$ cat config.mk
export PLATFORM = sky130hd
export DESIGN_NAME = program_counter
export DESIGN_NICKNAME = d
export VERILOG_FILES = /design/src/design/cpu_pkg.sv /design/src/design/program_counter.sv
export VERILOG_INCLUDE_DIRS = /design/src /design/src/design
export SDC_FILE = /design/constraint.sdc
export NUM_CORES = 1
export LEC_CHECK = 0
export ABC_AREA = 1
export BUFFER_PORTS_ARGS = -buffer_cell sky130_fd_sc_hd__buf_4
export CAP_MARGIN = 20
export CORE_AREA = 2 2 74 62
export CTS_CLUSTER_SIZE = 14
export DETAILED_ROUTE_END_ITERATION = 8
export DIE_AREA = 0 0 76 64
export PLACE_DENSITY = 0.81
export SLEW_MARGIN = 0
export SYNTH_ARGS = -nofsm -noshare
export SYNTH_HDL_FRONTEND = slang
export SYNTH_SLANG_ARGS = --single-unit
$ cat constraint.sdc
create_clock -name clk -period 2.7 [get_ports clk]
set_input_delay 0.81 -clock clk [delete_from_list [all_inputs] [get_ports clk]]
set_output_delay 0.81 -clock clk [all_outputs]
set_load 0.02 [all_outputs]
$ cat src/design/cpu_settings.svh
`ifndef CPU_SETTINGS_SVH
`define CPU_SETTINGS_SVH

// word width of registers, alu and memory
`define CPU_DATA_W 16

// words in the shared program and data memory
`define CPU_MEM_DEPTH 1024

// low address bits that reach the memory
`define CPU_MEM_AW 10

// general purpose registers, one write enable each
`define CPU_NUM_REGS 16

`endif
$ cat src/design/cpu_pkg.sv
`include "cpu_settings.svh"

package cpu_pkg;

	typedef logic [`CPU_DATA_W-1:0] word_t; // data word
	typedef logic [`CPU_DATA_W-1:0] addr_t; // full address, memory sees low bits only
	typedef logic [$clog2(`CPU_NUM_REGS)-1:0] reg_idx_t;
	typedef logic [7:0] imm8_t; // low byte of the instruction
	typedef logic [4:0] flags_t; // {n, c, v, z, l}

	// bit positions inside flags_t
	localparam int FLAG_N = 4; // negative
	localparam int FLAG_C = 3; // carry, no borrow on subtract
	localparam int FLAG_V = 2; // signed overflow
	localparam int FLAG_Z = 1; // zero
	localparam int FLAG_L = 0; // unsigned less

	// instruction bits 15..12
	typedef enum logic [3:0] {
		ADD, ADDI, ADDC, SUB,
		SUBI, CMP, CMPI, AND,
		OR, XOR, MOV, MOVI,
		SHIFT, LOAD, STOR, BRANCH
	} opcode_t;

	// branch condition, sits in the rdest field
	typedef enum logic [3:0] {
		EQ = 4'd0, // z set
		NE = 4'd1, // z clear
		CS = 4'd2, // c set
		CC = 4'd3, // c clear
		LO = 4'd4, // l set
		HS = 4'd5, // l clear
		MI = 4'd6, // n set
		AL = 4'd7, // always
		JR = 4'd8 // absolute, target in rsrc register
	} cond_t;

	typedef enum logic [1:0] {
		FETCH,
		DECODE,
		EXECUTE,
		MEMORY // load only
	} ctrl_state_t;

	// next pc source
	typedef enum logic [1:0] {
		PC_INC, // pc + 1
		PC_REL, // pc + 1 + sign extended displacement
		PC_ABS // register target
	} pc_sel_t;

endpackage

$ cat src/design/program_counter.sv
module program_counter (
	input logic clk,
	input logic reset,
	input logic pc_en, // advance on retire only
	input cpu_pkg::pc_sel_t pc_sel,
	input cpu_pkg::imm8_t disp, // branch offset, signed
	input cpu_pkg::addr_t jump_addr, // jr target from the rsrc register
	output cpu_pkg::addr_t pc
);

	cpu_pkg::addr_t pc_inc;
	cpu_pkg::addr_t disp_ext;

	assign pc_inc = pc + 1'b1; // address of the following instruction
	assign disp_ext = cpu_pkg::addr_t'($signed(disp));

	always_ff @(posedge clk or negedge reset) begin
		if (!reset) begin
			pc <= '0;
		end else if (pc_en) begin
			case (pc_sel)
				cpu_pkg::PC_INC: pc <= pc_inc;
				cpu_pkg::PC_REL: pc <= pc_inc + disp_ext; // relative to next instr
				cpu_pkg::PC_ABS: pc <= jump_addr;
				default: pc <= pc_inc;
			endcase
		end
	end

endmodule

Word level (Yosys, flattened, before mapping)
Index checks and enable logic that the tools add are counted.
{"block": "word_totals", "reg_bits": 16, "in_bits": 29, "out_inout_bits": 16, "elab_cells": 6}
{"block": "classes", "n_addsub": 2, "n_eq_ne": 2, "mux": 1}
{"operator": "$pmux W16 S2", "count": 1}
{"operator": "$add A16 B1 Y16 const B", "count": 1}
{"operator": "$add A16 B16 Y16", "count": 1}
{"operator": "$eq A2 B1 Y1 const B", "count": 1}
{"operator": "$eq A2 B2 Y1 const B", "count": 1}

Logic depth before layout (Yosys ltp)
Gate-level depths: netlist (run 1).
{"block": "logic_depth", "ltp_word": 3, "depth_mapped": 25, "mapped_depth_nobuf": 25}

Worst setup path after synthesis (run 1)
Ideal clock, no wire load.
{"block": "synth_path", "kind": "register to register", "startpoint": "reg pc[1]", "endpoint": "reg pc[14]", "setup_time_ns": 0.116, "t_arrival_ns": 2.565, "t_required_ns": 2.584, "path_slack_ns": 0.019, "stages_incl_launch_ff": 24, "path_buffers": 0, "synth_period_minus_slack_ns": 2.681, "path_cell_list": "dfrtp_1 -> ha_1 -> nand2_2 -> inv_2 -> nand2_4 -> nor2_4 -> nand2_2 -> nor2_4 -> nand2_2 -> nand2_1 -> inv_1 -> nor2_2 -> inv_1 -> ha_1 -> inv_1 -> nor3_1 -> and2_1 -> nand2_1 -> nand2_1 -> nand2_1 -> nand3_1 -> nand2_1 -> nand2_1 -> nand2_1"}
{"block": "synth_between", "elab_chain_cells": 3}
{"item": "start: declaration", "line": "program_counter.sv:8", "source": "output cpu_pkg::addr_t pc"}
{"item": "start signal: assignment", "line": "program_counter.sv:22", "source": "cpu_pkg::PC_INC: pc <= pc_inc;"}
{"item": "start signal: assignment", "line": "program_counter.sv:23", "source": "cpu_pkg::PC_REL: pc <= pc_inc + disp_ext;"}
{"item": "start signal: assignment", "line": "program_counter.sv:24", "source": "cpu_pkg::PC_ABS: pc <= jump_addr;"}
{"item": "$add A16 B1 Y16 (*)", "line": "program_counter.sv:14", "source": "assign pc_inc = pc + 1'b1;"}
{"item": "$add A16 B16 Y16", "line": "program_counter.sv:23"}
{"item": "$pmux W16 S2 (*)", "line": "program_counter.sv:21", "source": "case (pc_sel)"}
Mark *: on every way between the ends. The rest lies on a longest branch, timed or not.
A chain may end at the register's enable or synchronous reset.

Worst setup path in the final report (run 1)
{"block": "layout_path", "startpoint": "reg pc[1]", "endpoint": "reg pc[13]"}
Same word-level chain as after synthesis.

==> impl_metrics.csv, run 1 <==
group,metric,value,unit
run_status,run_status,"completed",
timing,relative_max_transition_margin,0.576,
timing,timing.final.hold_violations,0,
critical_path,critical_path.startpoint_type,"flop",
floorplan,design.core.area,4070,sq um
clock_tree,cts_sinks,16,
timing,min_period,2680,ps
yosys,yosysWarningCount,0,
critical_path,length_in_cells_of_the_worst_reg_to_reg_path,20,
run,max-cap-violations,0,
yosys,synth.yosys.seq_area_share,0.179,
clock_tree,insertion_delay,250,ps
yosys,synth.avg_cell_area,6.08,sq um
finish,area_growth_syn_to_layout,31.4,%
floorplan,design.portCount,45,
global_route,grt_first_pass_wirelength,10500,um
timing,max_clock_freq,0.373,GHz
finish,num-nets-final,474,
pwr,leakagePower,1.56,nW
critical_path,r2r_end,"pc[13]$_DFFE_PN0P_",
yosys,synth_fp_nets,421,
critical_path,crit_required,2840,ps
pwr,internal_power_of_the_cells,0.841,mW
routing,via_count,2557,
finish,layout.cells.most_common,"sky130_fd_sc_hd__nand2_1",
finish,insertedDiodeCount,0,
finish,layout.cells.most_common_list,"100 x sky130_fd_sc_hd__nand2_1, 56 x sky130_fd_sc_hd__buf_4, 46 x sky130_fd_sc_hd__inv_1, 27 x sky130_fd_sc_hd__a21oi_1, 25 x sky130_fd_sc_hd__nor2_1",
routing,first_iter_violations,171,
global_route,gr-usage-all-layers,0.262,
pwr,power.net_switching,0.791,mW
routing,drc,0,
pwr,peak_supply_drop,0.274,mV
timing,final_min_period_over_clock_period,0.994,
yosys,async_reset_ff_frac,1.00,
placed_design,gpl.final_weighted_congestion,0.960,
routing,wl_per_cell,14.0,um
timing,worst_setup_skew_after_layout,3.80,ps
global_route,grt_max_degree,19,
clock_tree,cts_made_buffers,3,
global_route,vias_in_the_first_global_route,2314,
floorplan,die_h,64,um
timing,slew_limit_fails,0,
hold_path,min-delay-path-class,"input pin to asynchronous set/reset pin",
placed_design,place_worst_setup_slack,-61.3,ps
timing,worst_slew_pin_slew,636,ps
pwr,sw_frac_of_total,0.485,
timing,count_of_final_setup_violators,0,
yosys,syn-cell-area,2240,sq um
floorplan,initial_utilization,0.549,
pwr,power.clock.fraction,0.131,
yosys,postSynthRegisterBits,16,
finish,final_layout_size_suffix_gt1_frac,0.281,
critical_path,crit_path_max_fanout,3,
clock_tree,clk_path_buf_depth,2,
clock_tree,cts_tree,"done",
timing,final_worst_slack,16.2,ps
pwr,combPwrFrac,0.653,
yosys,dominantRegCellSynth,"sky130_fd_sc_hd__dfrtp_1",
routing,ant_nets,0,
finish,largest_register_ff_count,16,
floorplan,fp.dieW,76,um
critical_path,crit_path_end_kind,"flop",
yosys,post_synth_inst_count,368,
pwr,power_density,555,nW/um^2
clock_tree,cts-hold-fix-buffers,0,
clock_tree,cts_max_level,1,
floorplan,fp.dieArea,4860,sq um
routing,drt_pre_antenna_iters,5,
yosys,synth-edff-count,0,
finish,largest_register,"pc",
global_route,globalRouteOverflowTotal,0,
yosys,synthDistinctLibCells,37,
global_route,antenna_violations_before_repair,0,
clock_tree,cts.reportedPaths.clkPinSlew,70,ps
timing,rsz_0062_raised_after_global_routing,"true",
critical_path,arrival,2830,ps
critical_path,setup.worst_path.class,"flop to flop",
clock_tree,cts_root_buffer,"sky130_fd_sc_hd__clkbuf_8",
finish,largest_registers,"pc: 16 flops",
placed_design,place_hpwl,4990,um
routing,postRouteWirelength,6660,um
placed_design,post_dp_cell_area,2650,sq um
pwr,seqPwrFrac,0.216,
critical_path,r2r-start,"pc[1]$_DFFE_PN0P_",
floorplan,site_row_count,21,
routing,vias_per_cell,5.36,
placed_design,port_buffers,44,
finish,final_design_area_no_fill,2940,sq um
critical_path,timing.reg2reg.setup_slack,20,ps
[worst max-delay path, stage by stage, from the launching register on]
cell and delay (ps):
sky130_fd_sc_hd__dfrtp_1 350, sky130_fd_sc_hd__ha_2 190, sky130_fd_sc_hd__nand2_2 70, sky130_fd_sc_hd__inv_2 90
sky130_fd_sc_hd__nand2_4 60, sky130_fd_sc_hd__nor2_4 150, sky130_fd_sc_hd__nand2_4 80, sky130_fd_sc_hd__buf_4 140
sky130_fd_sc_hd__o21bai_1 150, sky130_fd_sc_hd__nand2_2 80, sky130_fd_sc_hd__inv_2 60, sky130_fd_sc_hd__ha_1 260
sky130_fd_sc_hd__a21oi_2 200, sky130_fd_sc_hd__buf_4 130, sky130_fd_sc_hd__o21bai_1 50, sky130_fd_sc_hd__nor2_1 160
sky130_fd_sc_hd__nand3_1 100, sky130_fd_sc_hd__nand2_1 70, sky130_fd_sc_hd__o21ai_1 60, sky130_fd_sc_hd__nand2_1 70
sky130_fd_sc_hd__nand2_1 50
[worst max-delay path by stage]
| stage | from | end | slack [ps] | cells after the start |
|---|---|---|---|---|
| after floorplan | pc[1]$_DFFE_PN0P_ | pc[14]$_DFFE_PN0P_ | 20 | 23 |
| after global placement | pc[0]$_DFFE_PN0P_ | pc[14]$_DFFE_PN0P_ | 30 | 23 |
| after detailed placement | pc[0]$_DFFE_PN0P_ | pc[14]$_DFFE_PN0P_ | -60 | 23 |
| after CTS | pc[0]$_DFFE_PN0P_ | pc[14]$_DFFE_PN0P_ | -9 | 23 |
| after global routing | pc[1]$_DFFE_PN0P_ | pc[15]$_DFFE_PN0P_ | -220 | 23 |
| final | pc[1]$_DFFE_PN0P_ | pc[13]$_DFFE_PN0P_ | 20 | 20 |
[metrics by stage]
step / instances / utilization / setup TNS (ps) / power, mW / hold slack (ps)
finish: 477 / 0.721 / 0 / 1.63 / 411
global route: 477 / 0.721 / -903 / 1.77 / 421
CTS: 472 / 0.671 / -8.63 / 1.52 / 414
detailed placement: 467 / 0.652 / -61.3 / 1.29 / 538
global placement: 467 / 0.652 / 0 / 1.27 / 536
floorplan: 368 / - / 0 / 0.987 / 514
[metal layers]
layer	vias up	GRT usage	share of wire
met1	1168	0.349	0.43
met2	98	0.459	0.49
li1	1282	-	-
met4	0	0.0318	0.011
met3	9	0.0508	0.070
met5	-	0	0
[power groups by stage]
stage	sequential (mW)	clock, mW	combinational [mW]
4_1_cts	0.347	0.216	0.954
3_3_place_gp	0.349	0	0.921
5_1_grt	0.361	0.230	1.18
3_5_place_dp	0.350	0	0.940
6_report	0.352	0.214	1.07
2_1_floorplan	0.405	0	0.583
[repair_timing]
action | CTS | global route
resized for setup | 2 | 48
setup buffers | 1 | 5
pin swaps | 1 | 17
setup endpoints to repair | 2 | 9
endpoints found under the hold margin | 0 | 0
[Yosys cell counts (all sizes together), types with 4 or more instances]
master | n | area, sq um
nand2 | 119 | 469
inv | 51 | 191
nor2 | 36 | 168
a21oi | 34 | 174
o21ai | 25 | 133
ha | 23 | 288
nand3 | 21 | 110
dfrtp | 16 | 400
clkbuf | 7 | 26.3
xor2 | 6 | 60.1
o211ai | 4 | 30.0
[logic make-up (layout without fill, tap and decap cells)]
logic type	after synthesis	count (layout)	share of synthesized area
AO/OA/AOI/OAI	71	71	0.177
buffers and inverters	62	114	0.105
flip-flops	16	16	0.179
adder cells (fa/ha/maj)	24	24	0.138
XOR/XNOR	9	9	0.0386
AND/OR/NAND/NOR	186	186	0.363
[cell type report]
cell class                 count  area, sq um
tap                           57         71.3
fill                         344         1130
multi-input combinational    290         1780
sequential                    16          400
inverter                      53          199
clock buffer                   4         55.1
timing repair buffer          57          432
Power figures use the tool's default switching activity.
==> run 2, diff against run 1 <==
==> constraint.sdc (replaced) <==
create_clock -name clk -period 2.7 [get_ports clk]
set_input_delay 0.405 -clock clk [delete_from_list [all_inputs] [get_ports clk]]
set_output_delay 0.405 -clock clk [all_outputs]
set_load 0.02 [all_outputs]
==> impl_metrics.csv, run 2 (synthesized netlist as in run 1, its figures left out) <==
group,metric,value,unit
run_status,run_status,"complete, but fails checks",
run_status,violations,"setup timing",
routing,vias_per_cell,5.37,
routing,postRouteWirelength,6410,um
timing,count_of_final_setup_violators,2,
timing,max_clock_freq,0.365,GHz
finish,largest_registers,"pc: 16 flops",
finish,fillCellCount,379,
routing,first_iter_violations,94,
clock_tree,cts-hold-fix-buffers,0,
clock_tree,cts_tree,"done",
timing,timing.final.hold_violations,0,
timing,min_period,2740,ps
finish,postLayoutCoreUtil,0.713,
critical_path,crit_required,2850,ps
global_route,globalRouteOverflowTotal,0,
placed_design,port_buffers,44,
clock_tree,insertion_delay,250,ps
floorplan,design.portCount,45,
finish,area.sequential,400,sq um
global_route,grt_first_pass_wirelength,10200,um
critical_path,r2r_end,"pc[14]$_DFFE_PN0P_",
global_route,antenna_violations_before_repair,0,
timing,worst_slew_pin_slew,625,ps
finish,num-nets-final,473,
critical_path,length_in_cells_of_the_worst_reg_to_reg_path,17,
timing,relative_max_transition_margin,0.583,
timing,fin_setup_tns,-58.8,ps
routing,drc,0,
floorplan,die_h,64,um
pwr,power_density,559,nW/um^2
finish,final-instance-count-excl-fill,476,
pwr,power.net_switching,0.787,mW
finish,area_growth_syn_to_layout,29.8,%
finish,multi_input_comb_area,1750,sq um
clock_tree,cts_root_buffer,"sky130_fd_sc_hd__clkbuf_8",
timing,rsz_0062_raised_after_global_routing,"true",
placed_design,place_hpwl,4890,um
clock_tree,cts_max_level,1,
critical_path,timing.reg2reg.setup_slack,-40,ps
floorplan,site_row_count,21,
routing,ant_nets,0,
clock_tree,clk_path_buf_depth,2,
clock_tree,cts.reportedPaths.clkPinSlew,70,ps
floorplan,fp.dieW,76,um
hold_path,min-delay-path-class,"input pin to asynchronous set/reset pin",
floorplan,initial_utilization,0.549,
routing,drt_pre_antenna_iters,5,
pwr,sw_frac_of_total,0.485,
critical_path,crit_path_max_fanout,4,
floorplan,design.core.area,4070,sq um
critical_path,arrival,2880,ps
finish,largest_register,"pc",
pwr,power.clock.fraction,0.136,
pwr,peak_supply_drop,0.304,mV
routing,wl_per_cell,13.5,um
critical_path,r2r-start,"pc[1]$_DFFE_PN0P_",
pwr,seqPwrFrac,0.217,
pwr,combPwrFrac,0.647,
global_route,vias_in_the_first_global_route,2309,
pwr,leakagePower,1.55,nW
finish,largest_register_ff_count,16,
placed_design,gpl.final_weighted_congestion,0.903,
critical_path,critical_path.startpoint_type,"flop",
timing,final_worst_slack,-36.7,ps
routing,via_count,2555,
global_route,grt_max_degree,19,
global_route,gr-usage-all-layers,0.256,
clock_tree,cts_sinks,16,
placed_design,place_inst,467,
clock_tree,cts_made_buffers,3,
timing,worst_setup_skew_after_layout,1.72,ps
floorplan,fp.dieArea,4860,sq um
finish,final_layout_size_suffix_gt1_frac,0.270,
finish,insertedDiodeCount,0,
timing,slew_limit_fails,0,
finish,layout.cells.most_common,"sky130_fd_sc_hd__nand2_1",
finish,layout.cells.most_common_list,"102 x sky130_fd_sc_hd__nand2_1, 55 x sky130_fd_sc_hd__buf_4, 46 x sky130_fd_sc_hd__inv_1, 28 x sky130_fd_sc_hd__a21oi_1, 26 x sky130_fd_sc_hd__nor2_1",
run,max-cap-violations,0,
critical_path,setup.worst_path.class,"flop to flop",
pwr,internal_power_of_the_cells,0.836,mW
critical_path,crit_path_end_kind,"flop",
timing,final_min_period_over_clock_period,1.01,
run 2: changes by cell type in the layout (fill, tap and decap cells not counted), sizes merged:
cell,delta
buf,-1
run 2: per-layer routing:
| layer | GRT usage | part of all wire | vias to the layer above | routed length [um] |
|---|---|---|---|---|
| met1 | 0.340 | 0.44 | 1173 | 2840 |
| met2 | 0.449 | 0.49 | 93 | 3120 |
| met4 | 0.0341 | 0.0048 | 0 | 31 |
| li1 | - | - | 1285 | - |
| met5 | 0 | 0 | - | 0 |
| met3 | 0.0452 | 0.064 | 4 | 413 |
run 2: worst max-delay path, cell delays in order (launching register included):
cell	delay, ps
sky130_fd_sc_hd__dfrtp_1	360
sky130_fd_sc_hd__buf_4	140
sky130_fd_sc_hd__nand3_1	210
sky130_fd_sc_hd__nor2_4	230
sky130_fd_sc_hd__nand2_2	80
sky130_fd_sc_hd__xor2_1	210
sky130_fd_sc_hd__inv_1	120
sky130_fd_sc_hd__ha_1	350
sky130_fd_sc_hd__nand2_1	130
sky130_fd_sc_hd__nor3_2	220
sky130_fd_sc_hd__and2_1	140
sky130_fd_sc_hd__nand2_1	60
sky130_fd_sc_hd__nand2_1	70
sky130_fd_sc_hd__nand2_1	40
sky130_fd_sc_hd__nand3_1	80
sky130_fd_sc_hd__nand2_1	60
sky130_fd_sc_hd__nand2_1	50
sky130_fd_sc_hd__nand2_1	50
run 2: layout make-up:
type	instances	share of cell area
clock buffers	4	0.0190
inverters	53	0.0685
multi-input cells	290	0.604
flip-flops and latches	16	0.138
well taps	57	0.0246
repair buffers	56	0.146
run 2: repair_timing:
item                       4_1_cts  5_1_grt
pin swaps                        0       17
setup endpoints to repair        1        9
gates resized for setup          2       43
setup buffers                    0        5
run 2: worst max-delay path by stage:
| stage | start | endpoint | slack, ps | cells after the start |
|---|---|---|---|---|
| 2_1_floorplan | pc[1]$_DFFE_PN0P_ | pc[14]$_DFFE_PN0P_ | 20 | 23 |
| 3_3_place_gp | pc[0]$_DFFE_PN0P_ | pc[14]$_DFFE_PN0P_ | 30 | 23 |
| 3_5_place_dp | pc[0]$_DFFE_PN0P_ | pc[14]$_DFFE_PN0P_ | -50 | 23 |
| 4_1_cts | pc[0]$_DFFE_PN0P_ | pc[15]$_DFFE_PN0P_ | -8 | 23 |
| 5_1_grt | pc[1]$_DFFE_PN0P_ | pc[15]$_DFFE_PN0P_ | -220 | 25 |
| 6_report | pc[1]$_DFFE_PN0P_ | pc[14]$_DFFE_PN0P_ | -40 | 17 |
run 2: stage by stage:
| stage | setup WS, ps | total power [mW] | cell area (sq um) | hold slack (ps) |
|---|---|---|---|---|
| 5_1_grt | -223 | 1.77 | 2900 | 8.01 |
| 6_report | -36.7 | 1.62 | 2900 | 5.59 |
| 3_5_place_dp | -46.2 | 1.29 | 2650 | 284 |
| 2_1_floorplan | 18.7 | 0.987 | 2240 | 109 |
| 4_1_cts | -7.69 | 1.52 | 2730 | 10.4 |
| 3_3_place_gp | 34.3 | 1.27 | 2650 | 277 |
run 2: power groups by stage:
stage                     combinational [mW]  clock, mW  sequential [mW]
after CTS                              0.951      0.221            0.348
after detailed placement               0.939          0            0.351
after floorplan                        0.583          0            0.405
after global routing                    1.17      0.237            0.361
final                                   1.05      0.221            0.352
after global placement                 0.924          0            0.349
==> run 3, diff against run 2 <==
Settings changed: ABC_AREA 1 to not set, CORE_AREA 2 2 74 62 to 2 2 73 61, DIE_AREA 0 0 76 64 to 0 0 75 63.
==> impl_metrics.csv, run 3 <==
group,metric,value,unit
hold_path,min-delay-path-class,"input pin to asynchronous set/reset pin",
floorplan,fp.dieW,75,um
critical_path,length_in_cells_of_the_worst_reg_to_reg_path,10,
timing,max_clock_freq,0.323,GHz
finish,largest_register,"pc",
timing,worst_setup_skew_after_layout,8.97,ps
yosys,synth.yosys.seq_area_share,0.187,
clock_tree,cts_made_buffers,3,
yosys,netlist.top_cell.by_area,"sky130_fd_sc_hd__dfrtp_1",
yosys,synth_commonest_cells,"30 x sky130_fd_sc_hd__a21oi_1, 23 x sky130_fd_sc_hd__ha_1, 22 x sky130_fd_sc_hd__nand2_1",
timing,min_period,3100,ps
global_route,vias_in_the_first_global_route,2577,
critical_path,r2r-start,"pc[1]$_DFFE_PN0P_",
yosys,most_frequently_used_cell_type_in_the_post_synthesis_netlist,"sky130_fd_sc_hd__a21oi_1",
placed_design,post_dp_cell_area,2980,sq um
floorplan,die_h,63,um
timing,worst_slew_pin_slew,710,ps
routing,drt_pre_antenna_iters,8,
critical_path,setup.worst_path.class,"flop to flop",
critical_path,crit_path_max_fanout,4,
clock_tree,cts.reportedPaths.clkPinSlew,80,ps
yosys,synthDistinctLibCells,56,
critical_path,critical_path.slowest_cell,"sky130_fd_sc_hd__or4_4",
timing,slew_limit_fails,0,
finish,final_layout_size_suffix_gt1_frac,0.488,
run_status,violations,"setup timing",
yosys,yosys-top-cells-area,"sky130_fd_sc_hd__dfrtp_1 19%, sky130_fd_sc_hd__ha_1 13%, sky130_fd_sc_hd__a21oi_1 7.0%, sky130_fd_sc_hd__xnor2_1 5.3%, sky130_fd_sc_hd__a21o_1 4.2%",
placed_design,port_buffers,44,
critical_path,crit_path_end_kind,"flop",
routing,via_count,3028,
critical_path,setup.worst_path.start,"pc[1]$_DFFE_PN0P_",
yosys,postSynthRegisterBits,16,
floorplan,site_row_count,21,
pwr,leakagePower,1.58,nW
global_route,globalRouteOverflowTotal,0,
routing,drc,0,
yosys,yosysWarningCount,0,
global_route,grt_max_degree,26,
finish,multi_input_comb_area,2090,sq um
critical_path,timing.critical_path.buf_inv,1,
floorplan,initial_utilization,0.532,
finish,final_design_area_no_fill,3480,sq um
finish,largest_register_ff_count,16,
global_route,gr-usage-all-layers,0.363,
critical_path,cpLargestDelayFamily,"simple AND/OR/NAND/NOR gates",
placed_design,place_hpwl,5600,um
global_route,antenna_violations_before_repair,0,
critical_path,arrival,3250,ps
timing,timing.final.hold_violations,0,
yosys,synth-edff-count,0,
critical_path,crit_required,2850,ps
finish,num-nets-final,427,
routing,vias_per_cell,7.04,
floorplan,design.core.area,4020,sq um
pwr,power_density,854,nW/um^2
finish,fillCellCount,186,
timing,rsz_0062_raised_after_global_routing,"true",
critical_path,critical_path.startpoint_type,"flop",
global_route,grt_first_pass_wirelength,13000,um
clock_tree,cts_sinks,16,
floorplan,fp.dieArea,4730,sq um
yosys,syn-cell-area,2140,sq um
finish,largest_registers,"pc: 16 flops",
clock_tree,cts-hold-fix-buffers,0,
timing,final_worst_slack,-396,ps
run_status,run_status,"complete, but fails checks",
critical_path,timing.critical_path.depth,10,
yosys,post_synth_inst_count,274,
timing,count_of_final_setup_violators,9,
timing,final_min_period_over_clock_period,1.15,
finish,layout.cells.most_common_list,"105 x sky130_fd_sc_hd__buf_4, 22 x sky130_fd_sc_hd__a21oi_1, 21 x sky130_fd_sc_hd__nand2_1, 13 x sky130_fd_sc_hd__inv_1, 13 x sky130_fd_sc_hd__ha_1",
clock_tree,cts_tree,"done",
clock_tree,cts_max_level,1,
pwr,report.power.total,2.97,mW
run,max-cap-violations,0,
finish,area.sequential,412,sq um
placed_design,gpl.final_weighted_congestion,0.930,
yosys,dominantRegCellSynth,"sky130_fd_sc_hd__dfrtp_1",
clock_tree,cts_root_buffer,"sky130_fd_sc_hd__clkbuf_8",
clock_tree,insertion_delay,260,ps
finish,layout.cells.most_common,"sky130_fd_sc_hd__buf_4",
yosys,async_reset_ff_frac,1.00,
routing,wl_per_cell,23.9,um
yosys,synth_largest_type_area_fraction,0.187,
routing,postRouteWirelength,10300,um
clock_tree,clk_path_buf_depth,2,
floorplan,design.portCount,45,
critical_path,crit_chain,"buf_4, nand3_2, or4_4, nor2b_2, xor2_2, ha_1, a211o_1, o21ai_2, xor2_1, mux2_4",
routing,first_iter_violations,752,
critical_path,cpPeakStageDelay,510,ps
pwr,peak_supply_drop,0.605,mV
yosys,synth.avg_cell_area,7.80,sq um
routing,ant_nets,0,
yosys,synth_fp_nets,327,
timing,relative_max_transition_margin,0.526,
timing,fin_setup_tns,-1740,ps
finish,area_growth_syn_to_layout,62.8,%
finish,insertedDiodeCount,0,
## run 3: changes by cell type in the layout (fill, tap and decap cells not counted), moves of 9 or more
cell | previous run | this run
sky130_fd_sc_hd__nand2_2 | 12 | 1
sky130_fd_sc_hd__a21o_1 | 2 | 12
sky130_fd_sc_hd__inv_1 | 46 | 13
sky130_fd_sc_hd__buf_4 | 55 | 105
sky130_fd_sc_hd__dfrtp_2 | 0 | 9
sky130_fd_sc_hd__dfrtp_1 | 16 | 7
sky130_fd_sc_hd__nand2_1 | 102 | 21
sky130_fd_sc_hd__nand3_1 | 18 | 7
sky130_fd_sc_hd__nor2_1 | 26 | 12
## run 3: final timing paths
kind	to	slack (ps)
min in group clk	pc[11]$_DFFE_PN0P_	530
min reg2reg	pc[1]$_DFFE_PN0P_	680
max in group asynchronous	pc[1]$_DFFE_PN0P_	2470
min	pc[8]$_DFFE_PN0P_	0.09
max reg2reg	pc[15]$_DFFE_PN0P_	-400
max	pc[15]$_DFFE_PN0P_	-400
## run 3: cells by family after synthesis
family / count (synthesis) / synth area share
DFF: 16 / 0.187
and+or+nand+nor: 78 / 0.187
buffers and inverters: 26 / 0.0462
AOI/OAI and AO/OA: 101 / 0.312
adders and majority gates: 24 / 0.144
xor gates and xnor gates: 23 / 0.0942
muxes: 6 / 0.0293
## run 3: per-layer routing
layer,GRT usage,wire (um),vias up
li1,-,-,1216
met1,0.522,3870,1418
met2,0.543,4380,300
met3,0.0581,1360,94
met4,0.123,685,0
met5,0,0,-
## run 3: worst reg2reg max path, delay by kind of cell, from the launching register on
family,cells,cell delay (ps)
simple gates,3,830
xor+xnor,2,480
compound gates,2,480
flops,1,400
fa+ha+maj,1,340
mux,1,320
buf+inv,1,120
## run 3: repair_timing
item / in CTS / in global routing
setup endpoints to repair: 8 / 12
setup buffers: 4 / 5
endpoints found under the hold margin: 0 / 0
pin swaps: 14 / 19
gates resized for setup: 21 / 40
## run 3: area by class of cell
| cell class | count | area share |
|---|---|---|
| inverter | 15 | 0.0162 |
| multi-input combinational | 232 | 0.600 |
| clock buffer | 4 | 0.0158 |
| sequential | 16 | 0.118 |
| timing repair buffer | 106 | 0.230 |
| tap | 57 | 0.0205 |
## run 3: report_power, final
part	leakage (nW)	internal, mW	total (mW)	switching, mW
Combinational	1.37	1.07	2.33	1.25
Clock	0.0288	0.130	0.234	0.104
Sequential	0.182	0.320	0.413	0.0925
Total	1.58	1.52	2.97	1.45
## run 3: per-stage QoR
step                setup slack (ps)  hold slack, ps   util  instances
floorplan                       -316             109      -        274
global placement                -250             279  0.740        418
detailed placement              -305             281  0.740        418
CTS                             -201            6.78  0.791        425
global route                    -538            16.0  0.866        430
finish                          -396          0.0942  0.866        430
